`src/hw/ym_pkg.sv`:
```
`default_nettype none

package ym_pkg;

    typedef logic [7:0] reg_addr_t;
    typedef logic [9:0] timer_a_t;    // Timer A count and value
    typedef logic [7:0] timer_b_t;

    // Timer registers, first bank only
    localparam reg_addr_t REG_TIMER_A_HI = 8'h24;  // Timer A bits [9:2]
    localparam reg_addr_t REG_TIMER_A_LO = 8'h25;  // Timer A bits [1:0]
    localparam reg_addr_t REG_TIMER_B    = 8'h26;
    localparam reg_addr_t REG_TIMER_CTL  = 8'h27;

    // Bit positions in the control register
    localparam int CTL_LOAD_A = 0;
    localparam int CTL_LOAD_B = 1;
    localparam int CTL_EN_A   = 2;
    localparam int CTL_EN_B   = 3;
    localparam int CTL_RST_A  = 4;
    localparam int CTL_RST_B  = 5;

    // Sample rate derivation, 6 x 24 = 144 cen pulses per sample
    localparam int PRESCALE    = 6;
    localparam int SLOTS       = 24;
    localparam int TIMER_B_DIV = 16;  // Sample pulses per timer B tick

    localparam int BUSY_CYCLES = 32;  // Clocks of busy after a data write

    // Counter widths derived from the constants above
    localparam int PRE_W  = $clog2(PRESCALE);
    localparam int SLOT_W = $clog2(SLOTS);
    localparam int DIV_W  = $clog2(TIMER_B_DIV);
    localparam int BUSY_W = $clog2(BUSY_CYCLES + 1);

endpackage

`default_nettype wire

```
`src/hw/ym_cpu_port.sv`:
```
`default_nettype none

module ym_cpu_port import ym_pkg::*; (
    input  wire             clk,
    input  wire             rst,
    input  wire [7:0]       din,
    input  wire [1:0]       addr,    // addr[1] selects the second bank, not kept here
    input  wire             cs_n,
    input  wire             wr_n,
    input  wire             flag_a,
    input  wire             flag_b,
    output logic            reg_we,
    output reg_addr_t       reg_num,
    output logic [7:0]      reg_data,
    output logic [7:0]      dout,
    output logic            irq_n
);

    logic              write;
    logic              data_wr;
    logic [BUSY_W-1:0] busy_cnt;
    logic              busy;

    assign write   = ~cs_n & ~wr_n;
    assign data_wr = write & addr[0];  // Odd address carries data

    // Register number latch and write strobe
    always_ff @(posedge clk) begin
        if (rst) begin
            reg_num <= '0;
            reg_we  <= 1'b0;
        end else begin
            reg_we <= data_wr;    // One cycle after the bus write
            if (write && !addr[0]) begin
                reg_num <= din;
            end
        end
    end

    always_ff @(posedge clk) begin
        if (data_wr) begin
            reg_data <= din;
        end
    end

    // Busy window, restarted by every data write
    always_ff @(posedge clk) begin
        if (rst) begin
            busy_cnt <= '0;
        end else if (data_wr) begin
            busy_cnt <= BUSY_W'(BUSY_CYCLES);
        end else if (busy) begin
            busy_cnt <= busy_cnt - 1'b1;
        end
    end

    assign busy = busy_cnt != '0;

    // Interrupt line, active low
    always_ff @(posedge clk) begin
        if (rst) begin
            irq_n <= 1'b1;
        end else begin
            irq_n <= ~(flag_a | flag_b);
        end
    end

    // Status byte, always presented
    assign dout = {busy, 5'b00000, flag_b, flag_a};

endmodule

`default_nettype wire

```
`src/hw/ym_tick_gen.sv`:
```
`default_nettype none

module ym_tick_gen import ym_pkg::*; (
    input  wire  clk,
    input  wire  rst,
    input  wire  cen,
    output logic tick_a,
    output logic tick_b
);

    logic [PRE_W-1:0]  pre_cnt;
    logic [SLOT_W-1:0] slot_cnt;
    logic [DIV_W-1:0]  div_cnt;
    logic              pre_last;
    logic              slot_last;

    assign pre_last  = pre_cnt == PRE_W'(PRESCALE - 1);
    assign slot_last = slot_cnt == SLOT_W'(SLOTS - 1);

    // Sample pulse on the last cen of the last slot
    assign tick_a = cen & pre_last & slot_last;
    assign tick_b = tick_a & (div_cnt == DIV_W'(TIMER_B_DIV - 1));

    always_ff @(posedge clk) begin
        if (rst) begin
            pre_cnt  <= '0;
            slot_cnt <= '0;
            div_cnt  <= '0;
        end else if (cen) begin
            pre_cnt <= pre_last ? '0 : pre_cnt + 1'b1;
            if (pre_last) begin
                slot_cnt <= slot_last ? '0 : slot_cnt + 1'b1;  // One internal tick
            end
            if (tick_a) begin
                div_cnt <= tick_b ? '0 : div_cnt + 1'b1;
            end
        end
    end

endmodule

`default_nettype wire

```
`src/hw/ym_timer.sv`:
```
`default_nettype none

module ym_timer #(
    parameter type count_t = logic [7:0]
) (
    input  wire         clk,
    input  wire         rst,
    input  wire         tick,
    input  wire count_t value,
    input  wire         load,
    input  wire         en,
    input  wire         clr,
    output logic        flag
);

    count_t cnt;
    logic   load_d;
    logic   load_rise;
    logic   at_max;
    logic   overflow;

    assign load_rise = load & ~load_d;
    assign at_max    = &cnt;

    // Counter start has priority over a tick in the same cycle
    assign overflow = tick & load & ~load_rise & at_max;

    always_ff @(posedge clk) begin
        if (rst) begin
            load_d <= 1'b0;
        end else begin
            load_d <= load;
        end
    end

    // Up counter, stopped while load is low
    always_ff @(posedge clk) begin
        if (rst) begin
            cnt <= '0;
        end else if (load_rise) begin
            cnt <= value;
        end else if (load && tick) begin
            cnt <= at_max ? value : cnt + 1'b1;  // Reload on overflow
        end
    end

    // Setting wins over a clear in the same cycle
    always_ff @(posedge clk) begin
        if (rst) begin
            flag <= 1'b0;
        end else if (overflow && en) begin
            flag <= 1'b1;
        end else if (clr) begin
            flag <= 1'b0;
        end
    end

endmodule

`default_nettype wire

```
`src/hw/ym_timer_regs.sv`:
```
`default_nettype none

module ym_timer_regs import ym_pkg::*; (
    input  wire             clk,
    input  wire             rst,
    input  wire             reg_we,
    input  wire reg_addr_t  reg_num,
    input  wire [7:0]       reg_data,
    output timer_a_t        value_a,
    output timer_b_t        value_b,
    output logic            load_a,
    output logic            load_b,
    output logic            en_a,
    output logic            en_b,
    output logic            clr_a,
    output logic            clr_b
);

    logic [7:0] a_hi;
    logic [1:0] a_lo;
    logic       ctl_wr;

    assign ctl_wr = reg_we && (reg_num == REG_TIMER_CTL);

    // Timer reload values
    always_ff @(posedge clk) begin
        if (reg_we) begin
            case (reg_num)
                REG_TIMER_A_HI: a_hi    <= reg_data;
                REG_TIMER_A_LO: a_lo    <= reg_data[1:0];
                REG_TIMER_B:    value_b <= reg_data;
                default: ;
            endcase
        end
    end

    // Ten bit timer A value from both halves
    assign value_a = {a_hi, a_lo};

    // Control levels hold until the next control write
    always_ff @(posedge clk) begin
        if (rst) begin
            load_a <= 1'b0;
            load_b <= 1'b0;
            en_a   <= 1'b0;
            en_b   <= 1'b0;
        end else if (ctl_wr) begin
            load_a <= reg_data[CTL_LOAD_A];
            load_b <= reg_data[CTL_LOAD_B];
            en_a   <= reg_data[CTL_EN_A];
            en_b   <= reg_data[CTL_EN_B];
        end
    end

    // Flag clears are single cycle strobes
    always_ff @(posedge clk) begin
        if (rst) begin
            clr_a <= 1'b0;
            clr_b <= 1'b0;
        end else begin
            clr_a <= ctl_wr & reg_data[CTL_RST_A];
            clr_b <= ctl_wr & reg_data[CTL_RST_B];
        end
    end

endmodule

`default_nettype wire

```
`src/hw/ym_timer_top.sv`:
```
`default_nettype none

module ym_timer_top import ym_pkg::*; (
    input  wire        clk,
    input  wire        rst,
    input  wire        cen,     // Clock enable, sets the sample rate
    input  wire  [7:0] din,
    input  wire  [1:0] addr,
    input  wire        cs_n,
    input  wire        wr_n,
    output logic [7:0] dout,
    output logic       irq_n
);

    logic       reg_we;
    reg_addr_t  reg_num;
    logic [7:0] reg_data;

    timer_a_t   value_a;
    timer_b_t   value_b;
    logic       load_a;
    logic       load_b;
    logic       en_a;
    logic       en_b;
    logic       clr_a;
    logic       clr_b;

    logic       tick_a;
    logic       tick_b;
    logic       flag_a;
    logic       flag_b;

    ym_cpu_port u_cpu_port (
        .clk      (clk),
        .rst      (rst),
        .din      (din),
        .addr     (addr),
        .cs_n     (cs_n),
        .wr_n     (wr_n),
        .flag_a   (flag_a),
        .flag_b   (flag_b),
        .reg_we   (reg_we),
        .reg_num  (reg_num),
        .reg_data (reg_data),
        .dout     (dout),
        .irq_n    (irq_n)
    );

    ym_timer_regs u_timer_regs (
        .clk      (clk),
        .rst      (rst),
        .reg_we   (reg_we),
        .reg_num  (reg_num),
        .reg_data (reg_data),
        .value_a  (value_a),
        .value_b  (value_b),
        .load_a   (load_a),
        .load_b   (load_b),
        .en_a     (en_a),
        .en_b     (en_b),
        .clr_a    (clr_a),
        .clr_b    (clr_b)
    );

    ym_tick_gen u_tick_gen (
        .clk    (clk),
        .rst    (rst),
        .cen    (cen),
        .tick_a (tick_a),
        .tick_b (tick_b)
    );

    // Timer A ticks once per sample
    ym_timer #(.count_t(timer_a_t)) u_timer_a (
        .clk   (clk),
        .rst   (rst),
        .tick  (tick_a),
        .value (value_a),
        .load  (load_a),
        .en    (en_a),
        .clr   (clr_a),
        .flag  (flag_a)
    );

    ym_timer #(.count_t(timer_b_t)) u_timer_b (
        .clk   (clk),
        .rst   (rst),
        .tick  (tick_b),   // Every 16th sample
        .value (value_b),
        .load  (load_b),
        .en    (en_b),
        .clr   (clr_b),
        .flag  (flag_b)
    );

endmodule

`default_nettype wire
```
`config.mk`:
```
export PLATFORM = sky130hd
export DESIGN_NAME = ym_timer_top
export DESIGN_NICKNAME = d
export VERILOG_FILES = /design/src/hw/ym_pkg.sv /design/src/hw/ym_cpu_port.sv /design/src/hw/ym_tick_gen.sv /design/src/hw/ym_timer.sv /design/src/hw/ym_timer_regs.sv /design/src/hw/ym_timer_top.sv
export SDC_FILE = /design/constraint.sdc
export NUM_CORES = 1
export LEC_CHECK = 0
export ABC_AREA = 0
export BUFFER_PORTS_ARGS = -buffer_cell sky130_fd_sc_hd__buf_2
export CAP_MARGIN = 20
export CELL_PAD_IN_SITES_DETAIL_PLACEMENT = 0
export CELL_PAD_IN_SITES_GLOBAL_PLACEMENT = 1
export CORE_ASPECT_RATIO = 1.75
export CORE_MARGIN = 5
export CORE_UTILIZATION = 47
export CTS_CLUSTER_DIAMETER = 30
export DETAILED_ROUTE_END_ITERATION = 6
export MAX_ROUTING_LAYER = met4
export PLACE_DENSITY_LB_ADDON = 0.1
export SYNTH_ARGS = -nofsm -noshare
export SYNTH_HDL_FRONTEND = slang
export SYNTH_SLANG_ARGS = --single-unit
```
`constraint.sdc`:
```
create_clock -name clk -period 2 [get_ports clk]
set_input_delay 0.1 -clock clk [delete_from_list [all_inputs] [get_ports clk]]
set_output_delay 0.1 -clock clk [all_outputs]
set_load 0.05 [all_outputs]
```
==> impl_metrics.toml <==
[outcome]
status = "finished clean"

[min_path]
min_from = "cen"
min_to = "u_tick_gen.pre_cnt[0]"
hold_path_depth = 3
min_path_type = "primary input to flop"

[logic_synthesis]
synth.distinct_cells = 69
ys.flop_type = "dfxtp_1"
synth_cells = 360
synth_edf_count = 26
ys_async_sr_fraction_pct = 0
synth_area_mm2 = 0.00372
synth.yosys.seq_area_share_pct = 51.1
ys_warn_count = 0
synth_area_per_cell_um2 = 10.3
ys_seq_elements = 82

[detailed_routing]
via_count = 2807
wirelength_um = 8340
detail_route.wl_per_cell_um = 17.1
drtIter0Drc = 138
ant_nets = 0
drc = 0
dr.pass1.iters = 5
viasPerCell = 5.75

[setup_path]
cp-start-kind = "flop"
reg2reg_depth = 5
reg2reg_to = "u_timer_a.cnt[9]"
worstReg2RegStart = "u_tick_gen.slot_cnt[0]"
r2r_slack_ps = 190
cpPeakStageDelay_ps = 420
slowest_stage = "and4b_1"
critical_path_peak_fanout = 7
crit_chain = "ha_1 > and4b_1 > nand2_2 > a21oi_2 > a311oi_1"
worstPathArrival_ps = 2010
worst_setup_path_end_kind = "flop"
required_ps = 2200
criticalPathCategory = "flop to flop"

[cts]
cts_resized = 0
htree_levels = 3
cts_tree = "built"
cts_buffers = 9
cts.path.max_buffers = 2
cts-root-buf = "clkbuf_16"
cts_sinks = 82
clkLatencyLatePin_ps = 340
path_clk_slew_ps = 60

[power_and_ir_drop]
power_density_mw_per_mm2 = 936
p_leak_nw = 1.59
internal_power_w = 0.00300
combPwrFrac_pct = 10.9
p_switching_w = 0.00102
p_clk_share_pct = 43.2
max-vdd-ir-drop_v = 0.000704
p_seq_share_pct = 46.0
swShare_pct = 25.4

[floorplan]
die_x_um = 77.3
num_io_pins = 24
design.die.area_mm2 = 0.00986
coreArea_mm2 = 0.00786
start_util_pct = 47.4
rows = 43
die_y_um = 128

[timing]
finClkSkew_ps = 7.62
setup_tns_ps = 0
period_share_pct = 90.7
rsz0062_at_grt = "false"
finalMaxSlewViolations = 0
max_freq_ghz = 0.551
final-setup-viol-count = 0
final_hold_viol_count = 0
min_period_ps = 1810
maxSlewHeadroom_pct = 65.6
worstMarginPinSlew_ps = 514

[cells_and_area]
insertedDiodeCount = 0
fin_cells = 488
fillers = 730
mostFrequentLayoutCell = "dfxtp_1"
nets = 413
area_delta_synth_final_pct = 15.7
drive_gt1_share_pct = 15.3
mostFrequentLayoutCells = "dfxtp_1 (56), nor2_1 (42), nand2_1 (28), edfxtp_1 (26), a21oi_1 (20)"

[job]
cap_viol_max_count = 0

[placement]
dp.cells = 464
numPortBuffers = 17
gp_congestion = 0.810
dp_hpwl_um = 6190

[global_routing]
grt_overflow_total = 0
grt_pass1_wl_um = 14000
antenna_found_initial = 0
grt_use_total_pct = 18.6
grt_pass1_vias = 2834
grt_start_max_net_pins = 31
==> critical path: cells and delay by family, from the launching register on <==
family / cells / cell delay [ps]
adder cells (fa/ha/maj): 1 / 230
AO/OA/AOI/OAI: 2 / 450
AND/OR/NAND/NOR: 2 / 610
flip-flops: 1 / 380
==> cells by family (layout without fill, tap and decap cells) <==
| logic type | Yosys count | after routing | share of synthesized area, % |
|---|---|---|---|
| simple gates | 148 | 148 | 21.5 |
| flops | 82 | 82 | 51.1 |
| compound gates | 71 | 71 | 14.8 |
| buf+inv | 29 | 63 | 4.37 |
| mux | 18 | 18 | 4.98 |
| xor+xnor | 6 | 6 | 1.41 |
| fa+ha+maj | 5 | 5 | 1.68 |
| other cells | 1 | 5 | 0.101 |
==> registers in the layout, summed over array words and instances, names as in the netlist, 2 cells and up <==
signal	count
u_cpu_port.reg_num	8
u_cpu_port.reg_data	8
u_timer_a.cnt	10
u_tick_gen.div_cnt	4
u_timer_b.cnt	8
u_tick_gen.slot_cnt	5
u_timer_regs.value_b	8
u_cpu_port.busy_cnt	6
u_timer_regs.a_hi	8
u_timer_regs.a_lo	2
u_tick_gen.pre_cnt	3
==> how the worst max path moves through the flow <==
stage	to	start
detailed placement	u_timer_a.cnt[9]	u_tick_gen.slot_cnt[0]
global route	u_timer_a.cnt[5]	u_tick_gen.slot_cnt[0]
floorplan	u_timer_regs.value_b[0]	u_cpu_port.reg_num[7]
finish	u_timer_a.cnt[9]	u_tick_gen.slot_cnt[0]
global placement	u_timer_a.cnt[9]	u_tick_gen.slot_cnt[0]
CTS	u_timer_a.cnt[9]	u_tick_gen.slot_cnt[0]
==> cell type report <==
| type | count | area, um2 | area share, % |
|---|---|---|---|
| clock buffer | 10 | 250 | 5.82 |
| clock inverter | 6 | 71.3 | 1.66 |
| inverter | 9 | 33.8 | 0.785 |
| multi-input combinational | 253 | 1670 | 38.8 |
| sequential | 82 | 1900 | 44.2 |
| tap | 90 | 113 | 2.62 |
| timing repair buffer | 38 | 263 | 6.11 |
==> power groups by stage <==
| stage | combinational, W | clock, W | sequential [W] |
|---|---|---|---|
| final | 0.000437 | 0.00174 | 0.00185 |
| after global routing | 0.000491 | 0.00185 | 0.00186 |
| after CTS | 0.000444 | 0.00178 | 0.00185 |
| after detailed placement | 0.000431 | 0 | 0.00189 |
| after global placement | 0.000425 | 0 | 0.00189 |
| after floorplan | 0.000375 | 0 | 0.00187 |
==> metrics by stage <==
| step | instance area (um2) | setup slack (ps) | utilization (%) | total power [W] | hold slack [ps] |
|---|---|---|---|---|---|
| after floorplan | 3730 | 214 | - | 0.00224 | 199 |
| after global placement | 3900 | 209 | 49.7 | 0.00231 | 295 |
| after detailed placement | 3900 | 196 | 49.7 | 0.00232 | 297 |
| after CTS | 4300 | 181 | 54.8 | 0.00408 | 93.9 |
| after global routing | 4300 | 73.5 | 54.8 | 0.00420 | 117 |
| final | 4300 | 186 | 54.8 | 0.00403 | 98.4 |
==> cell usage after synthesis (all sizes together) (2+ instances only) <==
library cell	instances	area, um2
o31ai	2	28.8
xnor2	3	26.3
buf	14	106
a21oi	21	109
ha	5	62.6
nor4	2	12.5
nor2	42	158
a311oi	3	26.3
o211ai	4	30.0
nand2b	4	25.0
a211oi	7	57.6
nor3	13	81.3
mux2i	17	170
nor3b	5	37.5
and2	2	12.5
and4b	2	20.0
nand3	14	70.1
clkbuf	6	22.5
a31oi	4	40.0
nand4b	3	47.5
or3	3	18.8
dfxtp	56	1120
and3	3	18.8
and4	4	35.0
o32ai	5	51.3
edfxtp	26	781
nand4	13	87.6
a22o	2	17.5
nor2b	6	37.5
o21ai	5	36.3
inv	9	33.8
a32o	2	20.0
nand2	29	111
a22oi	3	22.5
xor2	3	26.3
==> per-layer routing <==
metal | up-vias | part of all wire [%] | track usage (%) | routed length [um]
li1 | 1393 | - | - | -
met1 | 1341 | 38 | 19.5 | 3180
met2 | 54 | 56 | 32.7 | 4630
met3 | 19 | 2.6 | 2.95 | 216
met4 | 0 | 3.7 | 10.6 | 308
met5 | - | 0 | - | 0
==> what timing repair did <==
action	in CTS	in global routing
setup endpoints to repair	0	0
hold buffers	8	0
setup buffers	0	0
endpoints found under the hold margin	8	0
(Power assumes the default switching activity.)
